===== src/verilog/game_pkg.sv =====
package game_pkg;

	// Signed screen coordinate, one unit per pixel
	typedef logic signed [15:0] coord_t;

	// One bus word read either raw or as an x/y pair
	typedef union packed {
		logic [31:0] raw;	// Word as it crosses the bus
		struct packed {
			coord_t x;	// Upper half
			coord_t y;	// Lower half
		} xy;
	} pos_word_t;

	// Button field per player as wired on the GPIO header
	localparam int BTN_W = 10;	// Also the width of each output field
	localparam int BTN_LEFT = 0;
	localparam int BTN_RIGHT = 1;
	localparam int BTN_JUMP = 2;

	// Contact word bits from the collision test
	localparam int COLL_BOTTOM = 0;	// Standing on the stage
	localparam int COLL_TOP = 1;	// Bumped from below
	localparam int COLL_LEFT = 2;	// Hitting the left wall of the stage
	localparam int COLL_RIGHT = 3;	// Hitting the right wall

endpackage


===== src/verilog/controller_manager.sv =====
module controller_manager import game_pkg::*; (
	input logic clock,
	input logic reset,
	input logic [BTN_W-1:0] pins_in,	// Raw buttons from the header
	input logic out_load,	// Bus write to this block
	input logic [BTN_W-1:0] out_data,
	output logic [BTN_W-1:0] pins_out,	// LEDs and rumble pins
	output logic [BTN_W-1:0] buttons	// Safe to use in the core clock
);

	logic [BTN_W-1:0] pins_meta;	// First sync stage

	// Two flops against metastability
	always_ff @(posedge clock) begin
		if (reset) begin
			pins_meta <= '0;
			buttons <= '0;
		end else begin
			pins_meta <= pins_in;
			buttons <= pins_meta;
		end
	end

	// Output latch, holds until the next write
	always_ff @(posedge clock) begin
		if (reset) begin
			pins_out <= '0;
		end else if (out_load) begin
			pins_out <= out_data;
		end
	end

endmodule


===== config.mk =====
export PLATFORM = sky130hd
export DESIGN_NAME = controller_manager
export DESIGN_NICKNAME = d
export VERILOG_FILES = /design/src/verilog/game_pkg.sv /design/src/verilog/controller_manager.sv
export SDC_FILE = /design/constraint.sdc
export NUM_CORES = 1
export LEC_CHECK = 0
export ABC_AREA = 1
export BUFFER_PORTS_ARGS = -buffer_cell sky130_fd_sc_hd__buf_2
export CORE_UTILIZATION = 45
export DETAILED_ROUTE_END_ITERATION = 8
export PLACE_DENSITY = 0.76
export SETUP_SLACK_MARGIN = 0.3
export SLEW_MARGIN = 25
export SYNTH_ARGS = -nofsm -noshare
export SYNTH_HDL_FRONTEND = slang
export SYNTH_SLANG_ARGS = --single-unit

===== constraint.sdc =====
create_clock -name clock -period 0.8 [get_ports clock]
set_input_delay 0.12 -clock clock [delete_from_list [all_inputs] [get_ports clock]]
set_output_delay 0.12 -clock clock [all_outputs]
set_load 0.03 [all_outputs]

==> impl_metrics.json <==
{
  "status": "complete, but fails checks",
  "violations": "setup timing",
  "fp.coreArea_um2": 2000,
  "final-seq-area_um2": 679,
  "grt_pass1_wl_mm": 3.22,
  "ir_drop_mv": 1.81,
  "cts_root_buf": "clkbuf_4",
  "crit_type": "reg2out",
  "cp-end-kind": "output pin",
  "hold_viol": 0,
  "path_buf_inv": 1,
  "initial_core_util_pct": 49.3,
  "power_frac_clock_pct": 32.2,
  "via_count": 866,
  "synth-seq-cells": 30,
  "cap_violations": 0,
  "start_kind": "register",
  "final_cell_mix": "nor2_1 (28), inv_1 (27), buf_6 (26)",
  "fillerInstances": 125,
  "cts_inserted_buffers": 5,
  "relSlewSlack_pct": 78.0,
  "fin_crit_ns": 0.919,
  "via_per_inst": 4.18,
  "worst_pin_slew_ns": 0.330,
  "grt_overflow": 0,
  "clkLatencyLatePin_ns": 0.31,
  "final_cell_count_no_fill": 207,
  "grt_antenna_before_repair": 0,
  "rsz0062_at_grt": "true",
  "finalPower_mw": 3.14,
  "grt_max_degree": 21,
  "numClockSinks": 30,
  "final-setup-viol-count": 21,
  "synth_seq_area_share_pct": 60.8,
  "max_clock_freq_ghz": 1.09,
  "hold_path_startpoint": "pins_in[2]",
  "dp_slack_ns": 0.0408,
  "cts_buffer_depth": 2,
  "critPathMaxStageDelay_ns": 0.36,
  "setup_tns_ns": -2.30,
  "leakage_nw": 0.847,
  "final_area_um2": 1630,
  "wl_mm": 2.02,
  "arrival_ns": 0.80,
  "timing.rr.start": "pins_out[3]",
  "cp_top_family": "flip-flops",
  "drv_slew": 0,
  "die-width_um": 48.8,
  "ys_types": 8,
  "dp_hpwl_mm": 1.24,
  "crit_required_ns": 0.68,
  "period_share_pct": 115,
  "p_int_mw": 2.33,
  "ant_nets": 0,
  "drc_errors": 0,
  "syn_to_final_growth_pct": 64.9,
  "crit_start": "pins_out[5]",
  "grt_use_total_pct": 18.2,
  "die_h_um": 48.8,
  "numPortBuffers": 42,
  "cts_htree_levels": 2,
  "synth_nets": 148,
  "place_area_um2": 1300,
  "p_comb_share_pct": 17.0,
  "die-area_um2": 2380,
  "wl_per_cell_um": 9.74,
  "multi_input_area_um2": 285,
  "crit_fanout": 2,
  "swShare_pct": 25.9,
  "row_count": 16,
  "ios": 43,
  "globalplace.congestion": 0.637,
  "grt_pass1_vias": 779,
  "switchingPower_mw": 0.811,
  "antenna_cells": 0,
  "path_clk_slew_ns": 0.09,
  "hold_path.class": "in2reg",
  "cpMaxStageDelayCell": "dfxtp_4",
  "synth_area_um2": 987,
  "cp_cell_sequence": "buf_6",
  "synthCells": 125,
  "synth_warnings": 0,
  "drt-initial-drc-count": 12,
  "layout_commonest_cell": "nor2_1",
  "firstDrtPassIters": 4,
  "finalClockSkew_ns": 0.00200,
  "cts_tree": "built",
  "syn_avg_cell_area_um2": 7.90,
  "fin_ws_ns": -0.119,
  "drive_gt1_share_pct": 54.4,
  "p_seq_share_pct": 50.8,
  "dp.cells": 191,
  "num-nets-final": 202,
  "powerDensity_nw_per_um2": 1930
}
## cells by family (layout without fill, tap and decap cells)
logic type | after synthesis | in the layout | share of synthesized area (%)
buffers and inverters | 35 | 90 | 15.6
flip-flops | 30 | 30 | 60.8
AND/OR/NAND/NOR | 60 | 60 | 23.6
## registers in the layout (all words and copies together), names as in the netlist
name	flops
pins_meta	10
pins_out	10
buttons	10
## repair_timing
| item | CTS | global route |
|---|---|---|
| pin swaps | 5 | 4 |
| endpoints found under the hold margin | 2 | 5 |
| resized for setup | 50 | 15 |
| endpoints found under the setup margin | 33 | 39 |
| setup buffers | 6 | 2 |
## stage by stage
stage | utilization (%) | hold slack (ns)
floorplan | - | 0.227
global placement | 64.8 | 0.319
detailed placement | 64.8 | 0.326
CTS | 78.8 | -0.00471
global route | 81.3 | -0.00643
finish | 81.3 | 0.00625
## area by class of cell
cell class | count | area share (%)
clock buffers | 6 | 3.84
clock inverters | 2 | 0.615
inverters | 31 | 7.15
multi-input cells | 60 | 17.5
flip-flops and latches | 30 | 41.7
well taps | 27 | 2.08
repair buffers | 51 | 27.1
## cells in the mapped netlist
cell | instances | area, µm²
buf_4 | 2 | 15.0
buf_6 | 2 | 22.5
dfxtp_1 | 30 | 601
inv_1 | 30 | 113
inv_2 | 1 | 3.75
nand2_1 | 20 | 75.1
nor2_1 | 37 | 139
nor2_2 | 3 | 18.8
## power groups by stage
stage	sequential [mW]	clock, mW	combinational, mW
after global routing	1.60	1.12	0.571
after CTS	1.59	1.04	0.499
after detailed placement	1.61	0	0.377
final	1.59	1.01	0.533
after floorplan	1.72	0	0.142
after global placement	1.61	0	0.364
## worst paths after layout
check                           slack (ns)  depth (start not counted)      endpoint
worst max-delay path                 -0.12                          1   pins_out[5]
worst min-delay path                 0.006                          3  pins_meta[2]
worst max register to register       -0.09                          5   pins_out[3]
worst min register to register        0.40                          2    buttons[5]
## layer usage
layer / vias up / part of all wire, % / global-route usage (%)
li1: 452 / - / -
met1: 381 / 40 / 18.6
met2: 29 / 54 / 31.5
met3: 4 / 5.1 / 7.17
met4: 0 / 1.3 / 10.3
met5: - / 0 / 0
Note: power is estimated with default switching activity, not from simulation.
