## src/verilog/game_pkg.sv

```systemverilog
package game_pkg;

	// Signed screen coordinate, one unit per pixel
	typedef logic signed [15:0] coord_t;

	// One bus word read either raw or as an x/y pair
	typedef union packed {
		logic [31:0] raw;	// Word as it crosses the bus
		struct packed {
			coord_t x;	// Upper half
			coord_t y;	// Lower half
		} xy;
	} pos_word_t;

	// Button field per player as wired on the GPIO header
	localparam int BTN_W = 10;	// Also the width of each output field
	localparam int BTN_LEFT = 0;
	localparam int BTN_RIGHT = 1;
	localparam int BTN_JUMP = 2;

	// Contact word bits from the collision test
	localparam int COLL_BOTTOM = 0;	// Standing on the stage
	localparam int COLL_TOP = 1;	// Bumped from below
	localparam int COLL_LEFT = 2;	// Hitting the left wall of the stage
	localparam int COLL_RIGHT = 3;	// Hitting the right wall

endpackage

```

## src/verilog/collision.sv

```systemverilog
module collision import game_pkg::*; (
	input pos_word_t player_pos,	// Top left corner
	input pos_word_t player_size,	// Width and height
	input pos_word_t stage_pos,
	input pos_word_t stage_size,
	output logic [3:0] contact
);

	// One spare bit so edges far out do not wrap
	logic signed [16:0] px0, px1, py0, py1;
	logic signed [16:0] sx0, sx1, sy0, sy1;
	logic over_x, over_y, hit;

	assign px0 = player_pos.xy.x;
	assign py0 = player_pos.xy.y;
	assign px1 = px0 + 17'(player_size.xy.x);	// Right edge, inclusive
	assign py1 = py0 + 17'(player_size.xy.y);	// Bottom edge, inclusive

	assign sx0 = stage_pos.xy.x;
	assign sy0 = stage_pos.xy.y;
	assign sx1 = sx0 + 17'(stage_size.xy.x);
	assign sy1 = sy0 + 17'(stage_size.xy.y);

	// Overlap unless one span ends before the other starts
	assign over_x = !(px1 < sx0 || sx1 < px0);
	assign over_y = !(py1 < sy0 || sy1 < py0);
	assign hit = over_x && over_y;

	assign contact[COLL_BOTTOM] = hit && (py0 < sy0);	// Player above stage top
	assign contact[COLL_TOP] = hit && (py1 > sy1);	// Below stage bottom
	assign contact[COLL_LEFT] = hit && (px0 < sx0);
	assign contact[COLL_RIGHT] = hit && (px1 > sx1);

endmodule

```

## config.mk

```make
export PLATFORM = sky130hd
export DESIGN_NAME = collision
export DESIGN_NICKNAME = d
export VERILOG_FILES = /design/src/verilog/game_pkg.sv /design/src/verilog/collision.sv
export SDC_FILE = /design/constraint.sdc
export NUM_CORES = 1
export LEC_CHECK = 0
export ABC_AREA = 1
export BUFFER_PORTS_ARGS = -buffer_cell sky130_fd_sc_hd__buf_2
export CELL_PAD_IN_SITES_DETAIL_PLACEMENT = 1
export CELL_PAD_IN_SITES_GLOBAL_PLACEMENT = 1
export CORE_MARGIN = 8
export CORE_UTILIZATION = 25
export DETAILED_ROUTE_END_ITERATION = 10
export GPL_TIMING_DRIVEN = 0
export PLACE_DENSITY_LB_ADDON = 0.1
export SLEW_MARGIN = 30
export SYNTH_ARGS = -nofsm -noshare
export SYNTH_HDL_FRONTEND = slang
export SYNTH_SLANG_ARGS = --single-unit
```

## constraint.sdc

```tcl
create_clock -name vclk -period 3.2
set_input_delay 0.16 -clock vclk [all_inputs]
set_output_delay 0.16 -clock vclk [all_outputs]
set_load 0.01 [all_outputs]
```

==> run_results.csv <==
group,metric,value,unit
status,run_status,"finished with violations",
status,failed_checks,"negative setup slack",
sta,whs,0.940,ns
drt,wl_per_cell,15.4,um
sta,fin_crit_sh,1.04,
layout,seq_cells,0,
placement,placedCellCount,1596,
floorplan,core,26000,sq um
placement,io_buffers,132,
run,cap_violations,0,
critical_path,crit_slowest_cell,"fa_2",
critical_path,cp_num_buf_inv,5,
placement,place_hpwl,22.2,mm
critical_path,endpoint_kind,"output port",
sta,period_minus_slack,3.34,ns
layout,nFillCells,3378,
grt,grt_max_degree,7,
synthesis,yosysSeqAreaShare,0,
hold_path,worstHoldStart,"player_pos[31]",
hold_path,holdCritPathClass,"in -> out",
sta,maxSlewHeadroom,0.731,
grt,first_global_vias,8858,
sta,setup_slack,-0.142,ns
synthesis,syn_area,6600,sq um
grt,grt_overflow,0,
critical_path,cp_top_family,"simple AND/OR/NAND/NOR gates",
synthesis,synth_cell_types,35,
floorplan,die-area,31800,sq um
drt,first_iter_violations,127,
floorplan,start_util,0.254,
sta,max_freq,299,MHz
sta,tightest_slew,0.402,ns
critical_path,path_common_cell,"nand2_1",
drt,via_per_inst,4.73,
placement,gp_congestion,0.847,
grt,antenna_found_initial,0,
layout,regArea,0,sq um
sta,setup_viol,4,
drt,dr.pass1.iters,4,
synthesis,avgSynthCellArea,5.84,sq um
critical_path,path_class,"in -> out",
power_and_ir_drop,p_per_area,246,nW/um^2
cts,hold_buffers,0,
power_and_ir_drop,power.leakage,5.40,nW
layout,n_clock_buffer,0,
critical_path,worst-path-max-fanout,4,
layout,layout.nets,1661,
floorplan,die_h,178,um
critical_path,cpPeakStageDelay,0.40,ns
hold_path,min_path_cells,5,
drt,drt_wl_total,26.0,mm
layout,final_cells,1690,
hold_path,whs_endpoint,"contact[2]",
synthesis,synth_nets,1433,
sta,drv_slew,0,
drt,num_vias,8002,
floorplan,io_pins,132,
drt,drc,0,
power_and_ir_drop,ir_drop,0.0775,mV
synthesis,synth_cells,1129,
layout,areaGrowthSynthToFinish,50.7,%
synthesis,yosysWarningCount,0,
sta,hold_viol_final,0,
floorplan,rows,59,
critical_path,start_kind,"primary input",
sta,grt_setup_unrepaired,"yes",
layout,drive_gt1_frac,0.334,
critical_path,cp.arrival,3.18,ns
grt,grt_pass1_wl,41.3,mm
floorplan,die_w,178,um
drt,drtAntennaViolNets,0,
layout,diodes,0,
grt,grt_usage,0.158,
critical_path,worst-endpoint-required,3.04,ns
==> power breakdown <==
group	internal [mW]	switching (mW)
clock	0	0
combinational	1.06	1.38
sequential	0	0
total	1.06	1.38
==> layer usage <==
| metal | part of all wire | routed length [um] | GRT usage |
|---|---|---|---|
| met1 | 0.42 | 10900 | 0.177 |
| met2 | 0.54 | 13900 | 0.321 |
| met3 | 0.025 | 645 | 0.00656 |
| met4 | 0.021 | 549 | 0.0324 |
| met5 | 0 | 0 | 0 |
==> cells in the mapped netlist (5+ instances only) <==
master	instances	area (sq um)
nor2_1	80	300
nand2_2	7	43.8
xnor2_1	20	175
a21oi_1	87	435
o21bai_1	11	82.6
nand2_1	312	1170
nor3_1	14	70.1
nand4_1	30	188
a21o_1	5	37.5
nand3b_1	6	45.0
nand3_1	85	425
xor2_1	23	201
inv_1	225	845
ha_1	172	2150
o21ai_0	11	55.1
==> cell families after synthesis <==
group	Yosys count	synth area share
and+or+nand+nor	549	0.358
xor gates and xnor gates	43	0.0571
AOI/OAI and AO/OA	135	0.117
buffers and inverters	226	0.129
adders and majority gates	176	0.338
==> layout make-up <==
class	count	area [sq um]	area share
inverter	226	851	0.0856
multi-input combinational	903	7140	0.718
tap	335	419	0.0422
timing repair buffer	226	1530	0.154
==> stage by stage <==
stage                     instance area [sq um]  setup WS [ns]  setup TNS (ns)   util  total power [mW]
final                                      9940         -0.142          -0.536  0.383              2.44
after global routing                       9940         -0.422           -1.58  0.383              2.76
after floorplan                            6600          0.151               0      -              1.33
after CTS                                  9340         -0.187          -0.710  0.359              2.31
after detailed placement                   7680         -0.959           -3.75  0.295              1.89
after global placement                     7680         -0.877           -3.42  0.295              1.86
==> repair_timing <==
action | in CTS | in global routing
setup endpoints to repair | 4 | 4
cloned | 0 | 0
pin swaps | 113 | 94
buffers inserted | 65 | 29
resized for setup | 224 | 94
==> tightest hold or removal path, cell delays in order <==
cell     delay [ns]
buf_2          0.11
ha_1           0.19
xnor2_1        0.14
nor2_2         0.04
buf_2          0.13
==> worst max path at each step <==
stage / cells after the start / endpoint / start
floorplan: 26 / contact[0] / stage_pos[16]
global placement: 26 / contact[2] / player_pos[0]
detailed placement: 26 / contact[2] / player_pos[0]
CTS: 27 / contact[3] / stage_size[16]
global route: 27 / contact[1] / stage_pos[5]
finish: 27 / contact[1] / stage_pos[16]
==> placed cells by master, fill, tap and decap left out, types with 47 or more instances in the layout <==
| cell type | synthesis | routed |
|---|---|---|
| ha_1 | 172 | 121 |
| buf_2 | 0 | 103 |
| nand3_1 | 85 | 59 |
| ha_4 | 0 | 48 |
| nor2_1 | 80 | 63 |
| nand2_2 | 7 | 47 |
| inv_1 | 225 | 210 |
| buf_4 | 0 | 100 |
| a21oi_1 | 87 | 67 |
| nand2_1 | 312 | 256 |
Power figures use the tool's default switching activity.
