===== config.mk =====
export PLATFORM = sky130hd
export DESIGN_NAME = physics_coprocessor
export DESIGN_NICKNAME = d
export VERILOG_FILES = /design/src/verilog/game_pkg.sv /design/src/verilog/physics_coprocessor.sv
export SDC_FILE = /design/constraint.sdc
export NUM_CORES = 1
export LEC_CHECK = 0
export ABC_AREA = 1
export BUFFER_PORTS_ARGS = -buffer_cell sky130_fd_sc_hd__buf_2
export CORE_AREA = 2 2 107 150
export DETAILED_ROUTE_END_ITERATION = 6
export DIE_AREA = 0 0 109 152
export HOLD_SLACK_MARGIN = 0.06
export PLACE_DENSITY = 0.91
export SLEW_MARGIN = 20
export SYNTH_ARGS = -nofsm -noshare
export SYNTH_HDL_FRONTEND = slang
export SYNTH_SLANG_ARGS = --single-unit

===== constraint.sdc =====
create_clock -name clock -period 6.28 [get_ports clock]
set_input_delay 0.314 -clock clock [delete_from_list [all_inputs] [get_ports clock]]
set_output_delay 0.314 -clock clock [all_outputs]
set_load 0.02 [all_outputs]

===== src/verilog/game_pkg.sv =====
package game_pkg;

	// Signed screen coordinate, one unit per pixel
	typedef logic signed [15:0] coord_t;

	// One bus word read either raw or as an x/y pair
	typedef union packed {
		logic [31:0] raw;	// Word as it crosses the bus
		struct packed {
			coord_t x;	// Upper half
			coord_t y;	// Lower half
		} xy;
	} pos_word_t;

	// Button field per player as wired on the GPIO header
	localparam int BTN_W = 10;	// Also the width of each output field
	localparam int BTN_LEFT = 0;
	localparam int BTN_RIGHT = 1;
	localparam int BTN_JUMP = 2;

	// Contact word bits from the collision test
	localparam int COLL_BOTTOM = 0;	// Standing on the stage
	localparam int COLL_TOP = 1;	// Bumped from below
	localparam int COLL_LEFT = 2;	// Hitting the left wall of the stage
	localparam int COLL_RIGHT = 3;	// Hitting the right wall

endpackage


===== src/verilog/physics_coprocessor.sv =====
module physics_coprocessor import game_pkg::*; #(
	parameter int MOVE_SPEED = 4,	// Horizontal speed while held
	parameter int JUMP_SPEED = 12,	// Launch speed off the stage
	parameter int MAX_FALL = 16	// Terminal downward speed
) (
	input logic clock,
	input logic reset,
	input coord_t gravity,	// Added to vy every step
	input coord_t wind,	// Added to vx every step
	input logic start_load,	// Place the player
	input pos_word_t start_pos,
	input logic knock_load,	// Queue a knockback
	input pos_word_t knock,
	input logic [BTN_W-1:0] buttons,	// Synchronized controller bits
	input logic [3:0] contact,	// From the collision unit
	input logic step,	// Advance one frame
	output pos_word_t position
);

	localparam coord_t MOVE_C = coord_t'(MOVE_SPEED);
	localparam coord_t JUMP_C = coord_t'(JUMP_SPEED);
	localparam coord_t FALL_C = coord_t'(MAX_FALL);

	coord_t vy;	// Vertical speed, carried between steps
	coord_t knock_vx;	// Knockback waiting for the next step
	coord_t knock_vy;
	coord_t vx;	// Horizontal speed, rebuilt every step
	coord_t vy_next;

	// Horizontal motion has no memory beyond the queued knock
	always_comb begin
		vx = knock_vx + wind;
		if (buttons[BTN_RIGHT]) begin
			vx = vx + MOVE_C;
		end
		if (buttons[BTN_LEFT]) begin
			vx = vx - MOVE_C;	// Both held cancels out
		end
	end

	// Vertical motion integrates gravity
	always_comb begin
		vy_next = vy + gravity + knock_vy;
		if (contact[COLL_BOTTOM] && vy_next > 0) begin	// Landing
			if (buttons[BTN_JUMP]) begin
				vy_next = -JUMP_C;	// Jump only from the ground
			end else begin
				vy_next = '0;
			end
		end
		if (vy_next > FALL_C) begin
			vy_next = FALL_C;	// Terminal speed
		end
	end

	// Only one of the three strobes arrives in any cycle
	always_ff @(posedge clock) begin
		if (reset) begin
			position.raw <= '0;
			vy <= '0;
			knock_vx <= '0;
			knock_vy <= '0;
		end else if (start_load) begin
			position <= start_pos;	// Fresh spawn, at rest
			vy <= '0;
			knock_vx <= '0;
			knock_vy <= '0;
		end else if (knock_load) begin
			knock_vx <= knock_vx + knock.xy.x;	// Hits stack up
			knock_vy <= knock_vy + knock.xy.y;
		end else if (step) begin
			vy <= vy_next;
			position.xy.x <= position.xy.x + vx;	// Wraps at 16 bits
			position.xy.y <= position.xy.y + vy_next;
			knock_vx <= '0;	// Knock is spent
			knock_vy <= '0;
		end
	end

	// Vertical move of one step stays within terminal speed
	a_max_fall: assert property (
		@(posedge clock) disable iff (reset)
		step && !start_load && !knock_load
			|=> coord_t'(position.xy.y - $past(position.xy.y)) <= FALL_C
	) else $error("vy %0d above MAX_FALL", vy);

endmodule


==> impl_metrics.py <==
metrics = {
    "timing": {
        "rsz0062_at_grt": "false",
        "clock.fmax_mhz": 175,
        "timing.final.crit_share_pct": 91.1,
        "skew_ns": 0.00697,
        "maxSlewViolCount": 0,
        "min_period_ns": 5.72,
        "hold_viol": 0,
        "setup_ws_ns": 0.558,
        "worst_pin_slew_ns": 1.05,
        "final.setup.tns_ns": 0,
        "setup_viol": 0,
        "hold-worst-slack_ns": 0.231,
        "max_slew_margin_pct": 29.6,
    },
    "floorplanning": {
        "die_h_um": 152,
        "core_area_um2": 15300,
        "dieWidth_um": 109,
        "initial_core_util_pct": 56.3,
        "boundaryPins": 147,
        "die_area_um2": 16600,
        "row_count": 54,
    },
    "critical_path": {
        "r2r_end": "position[10]",
        "criticalPathCategory": "reg -> reg",
        "start_kind": "register",
        "slowest_stage": "fa_1",
        "crit_arrival_ns": 5.93,
        "crit_required_ns": 6.49,
        "path_common_cell": "inv_1",
        "worstSetupEndpointType": "register",
        "cp_num_buf_inv": 6,
        "slowest_delay_ns": 0.52,
        "crit_fanout": 15,
        "cp_top_family": "simple AND/OR/NAND/NOR gates",
        "reg2reg_depth": 36,
        "reg2reg_slack_ns": 0.56,
        "rr_startpoint": "knock_vy[1]",
    },
    "outcome": {
        "status": "finished clean",
    },
    "grt": {
        "grt_overflow": 0,
        "grt_max_degree": 37,
        "antenna_found_initial": 3,
        "grt_pass1_wl_um": 39100,
        "first_global_vias": 8815,
        "grt_use_total_pct": 29.2,
    },
    "clock_network": {
        "tritoncts_num_sinks": 80,
        "ctsResizeCount": 0,
        "cts_tree": "built",
        "clock-root-buffer": "clkbuf_16",
        "cts_buffer_depth": 2,
        "cts_hold_buf": 0,
        "clk_pin_slew_ns": 0.06,
        "cts_buffers": 9,
        "post-cts-setup-buffers": 0,
        "htree_levels": 3,
        "clock_latency_ns": 0.35,
    },
    "synthesis": {
        "seq_area_frac_synth_pct": 18.6,
        "postSynthAreaPerCell_um2": 6.39,
        "synthCells": 1350,
        "netlist_area_um2": 8630,
        "ys_warn_count": 0,
        "ys_seq_elements": 80,
        "synth.largest_area_cell": "dfxtp_1",
        "syn_nets": 1577,
        "yosys-top-cells-area": "dfxtp_1, nand2_1, ha_1, a21oi_1, inv_1",
        "synth_cell_types": 48,
        "synth_top_cell_area_share_pct": 18.6,
    },
    "min_path": {
        "hp-class": "in -> reg",
        "holdPathStages": 3,
        "min_from": "start_pos[27]",
        "worstHoldEndpoint": "position[27]",
    },
    "layout": {
        "regArea_um2": 1600,
        "area_growth_pct": 13.3,
        "utilization_pct": 63.7,
        "multiInputGateArea_um2": 6270,
        "final_nets": 1698,
        "fillers": 1363,
        "drive_gt1_share_pct": 15.5,
        "layout_common_cells": "nand2_1, inv_1, a21oi_1",
        "layout_commonest_cell": "nand2_1",
    },
    "detailed_routing": {
        "drc_errors": 0,
        "wl_per_cell_um": 14.1,
        "vias_per_cell": 5.53,
        "vias": 9251,
        "first_iter_violations": 650,
        "firstDrtPassIters": 5,
        "wirelength_um": 23600,
        "ant_nets": 0,
    },
    "place": {
        "place_ws_ns": 0.459,
        "io_buffers": 136,
        "dpl.hpwl_um": 18900,
        "gp_congestion": 0.938,
    },
    "power": {
        "pwr_density_cell_nw_per_um2": 194,
        "leakagePower_nw": 5.20,
        "peakVddDrop_v": 0.000130,
    },
    "job": {
        "cap_violations": 0,
    },
}
==> cell usage after synthesis (all sizes together) <==
cell,instances
xor2,24
xnor2,13
nand3,77
nor2,104
o41ai,2
dfxtp,80
a311oi,3
a211oi,4
o211ai,2
and2,1
nor3,15
a221oi,2
o221ai,1
nand4,15
nand3b,7
a31oi,24
clkbuf,24
buf,5
o21a,2
o21bai,8
a22o,2
fa,21
a21o,6
or2,11
nand2,403
ha,91
clkinv,4
o2111ai,5
a21oi,149
inv,169
o21ai,76
==> worst reg2reg max path, delay by kind of cell, from the launching register on <==
kind | cells | cell delay, ns
compound gates | 8 | 1.08
flops | 1 | 0.36
buf+inv | 6 | 0.39
fa+ha+maj | 5 | 1.70
simple gates | 17 | 2.06
==> power breakdown <==
part | internal [mW] | total [mW] | switching, mW | leakage [nW]
sequential | 0.538 | 0.570 | 0.0322 | 0.655
clock | 0.318 | 0.541 | 0.223 | 0.146
combinational | 0.283 | 0.788 | 0.505 | 4.40
==> how the worst max path moves through the flow <==
stage           startpoint           end  slack [ns]  cells past startpoint
2_1_floorplan   gravity[1]  position[10]        1.24                     38
3_3_place_gp    gravity[1]  position[13]        0.68                     38
3_5_place_dp    gravity[1]  position[13]        0.46                     38
4_1_cts        knock_vy[1]  position[10]        0.51                     37
5_1_grt        knock_vy[1]  position[10]        0.04                     36
6_report       knock_vy[1]  position[10]        0.56                     36
==> registers in the layout, summed over array words and instances (netlist names) <==
name / flops
vy: 16
position: 32
knock_vy: 16
knock_vx: 16
==> metal layers <==
metal | vias up | GRT usage [%] | wire (um)
met4 | 2 | 16.9 | 1320
met3 | 94 | 3.73 | 1080
met5 | - | 0 | 15
met1 | 4176 | 32.0 | 9190
li1 | 4702 | - | -
met2 | 277 | 52.2 | 12000
==> stage by stage <==
| step | area, um^2 | total power, mW | std cells |
|---|---|---|---|
| global route | 9780 | 2.04 | 1673 |
| CTS | 9760 | 1.90 | 1672 |
| floorplan | 8630 | 1.16 | 1350 |
| finish | 9780 | 1.90 | 1673 |
| detailed placement | 9460 | 1.35 | 1656 |
| global placement | 9460 | 1.33 | 1656 |
==> cell families (layout without fill, tap and decap cells) <==
group                      count (synthesis)  in the layout  synth area share [%]
buffers and inverters                    202            328                  8.90
adders and majority gates                112            112                  18.1
xor gates and xnor gates                  37             37                  3.76
and+or+nand+nor                          633            633                  32.0
AOI/OAI and AO/OA                        286            286                  18.7
other                                      0              1                     0
DFF                                       80             80                  18.6
==> area by class of cell <==
type / instances / share of cell area (%)
antenna: 1 / 0.0256
clock buffer: 11 / 2.48
clock inverter: 5 / 0.576
inverter: 173 / 6.64
multi-input combinational: 1068 / 64.2
sequential: 80 / 16.4
tap: 196 / 2.51
timing repair buffer: 139 / 7.19
No activity file was read; power rests on OpenSTA's default activity.
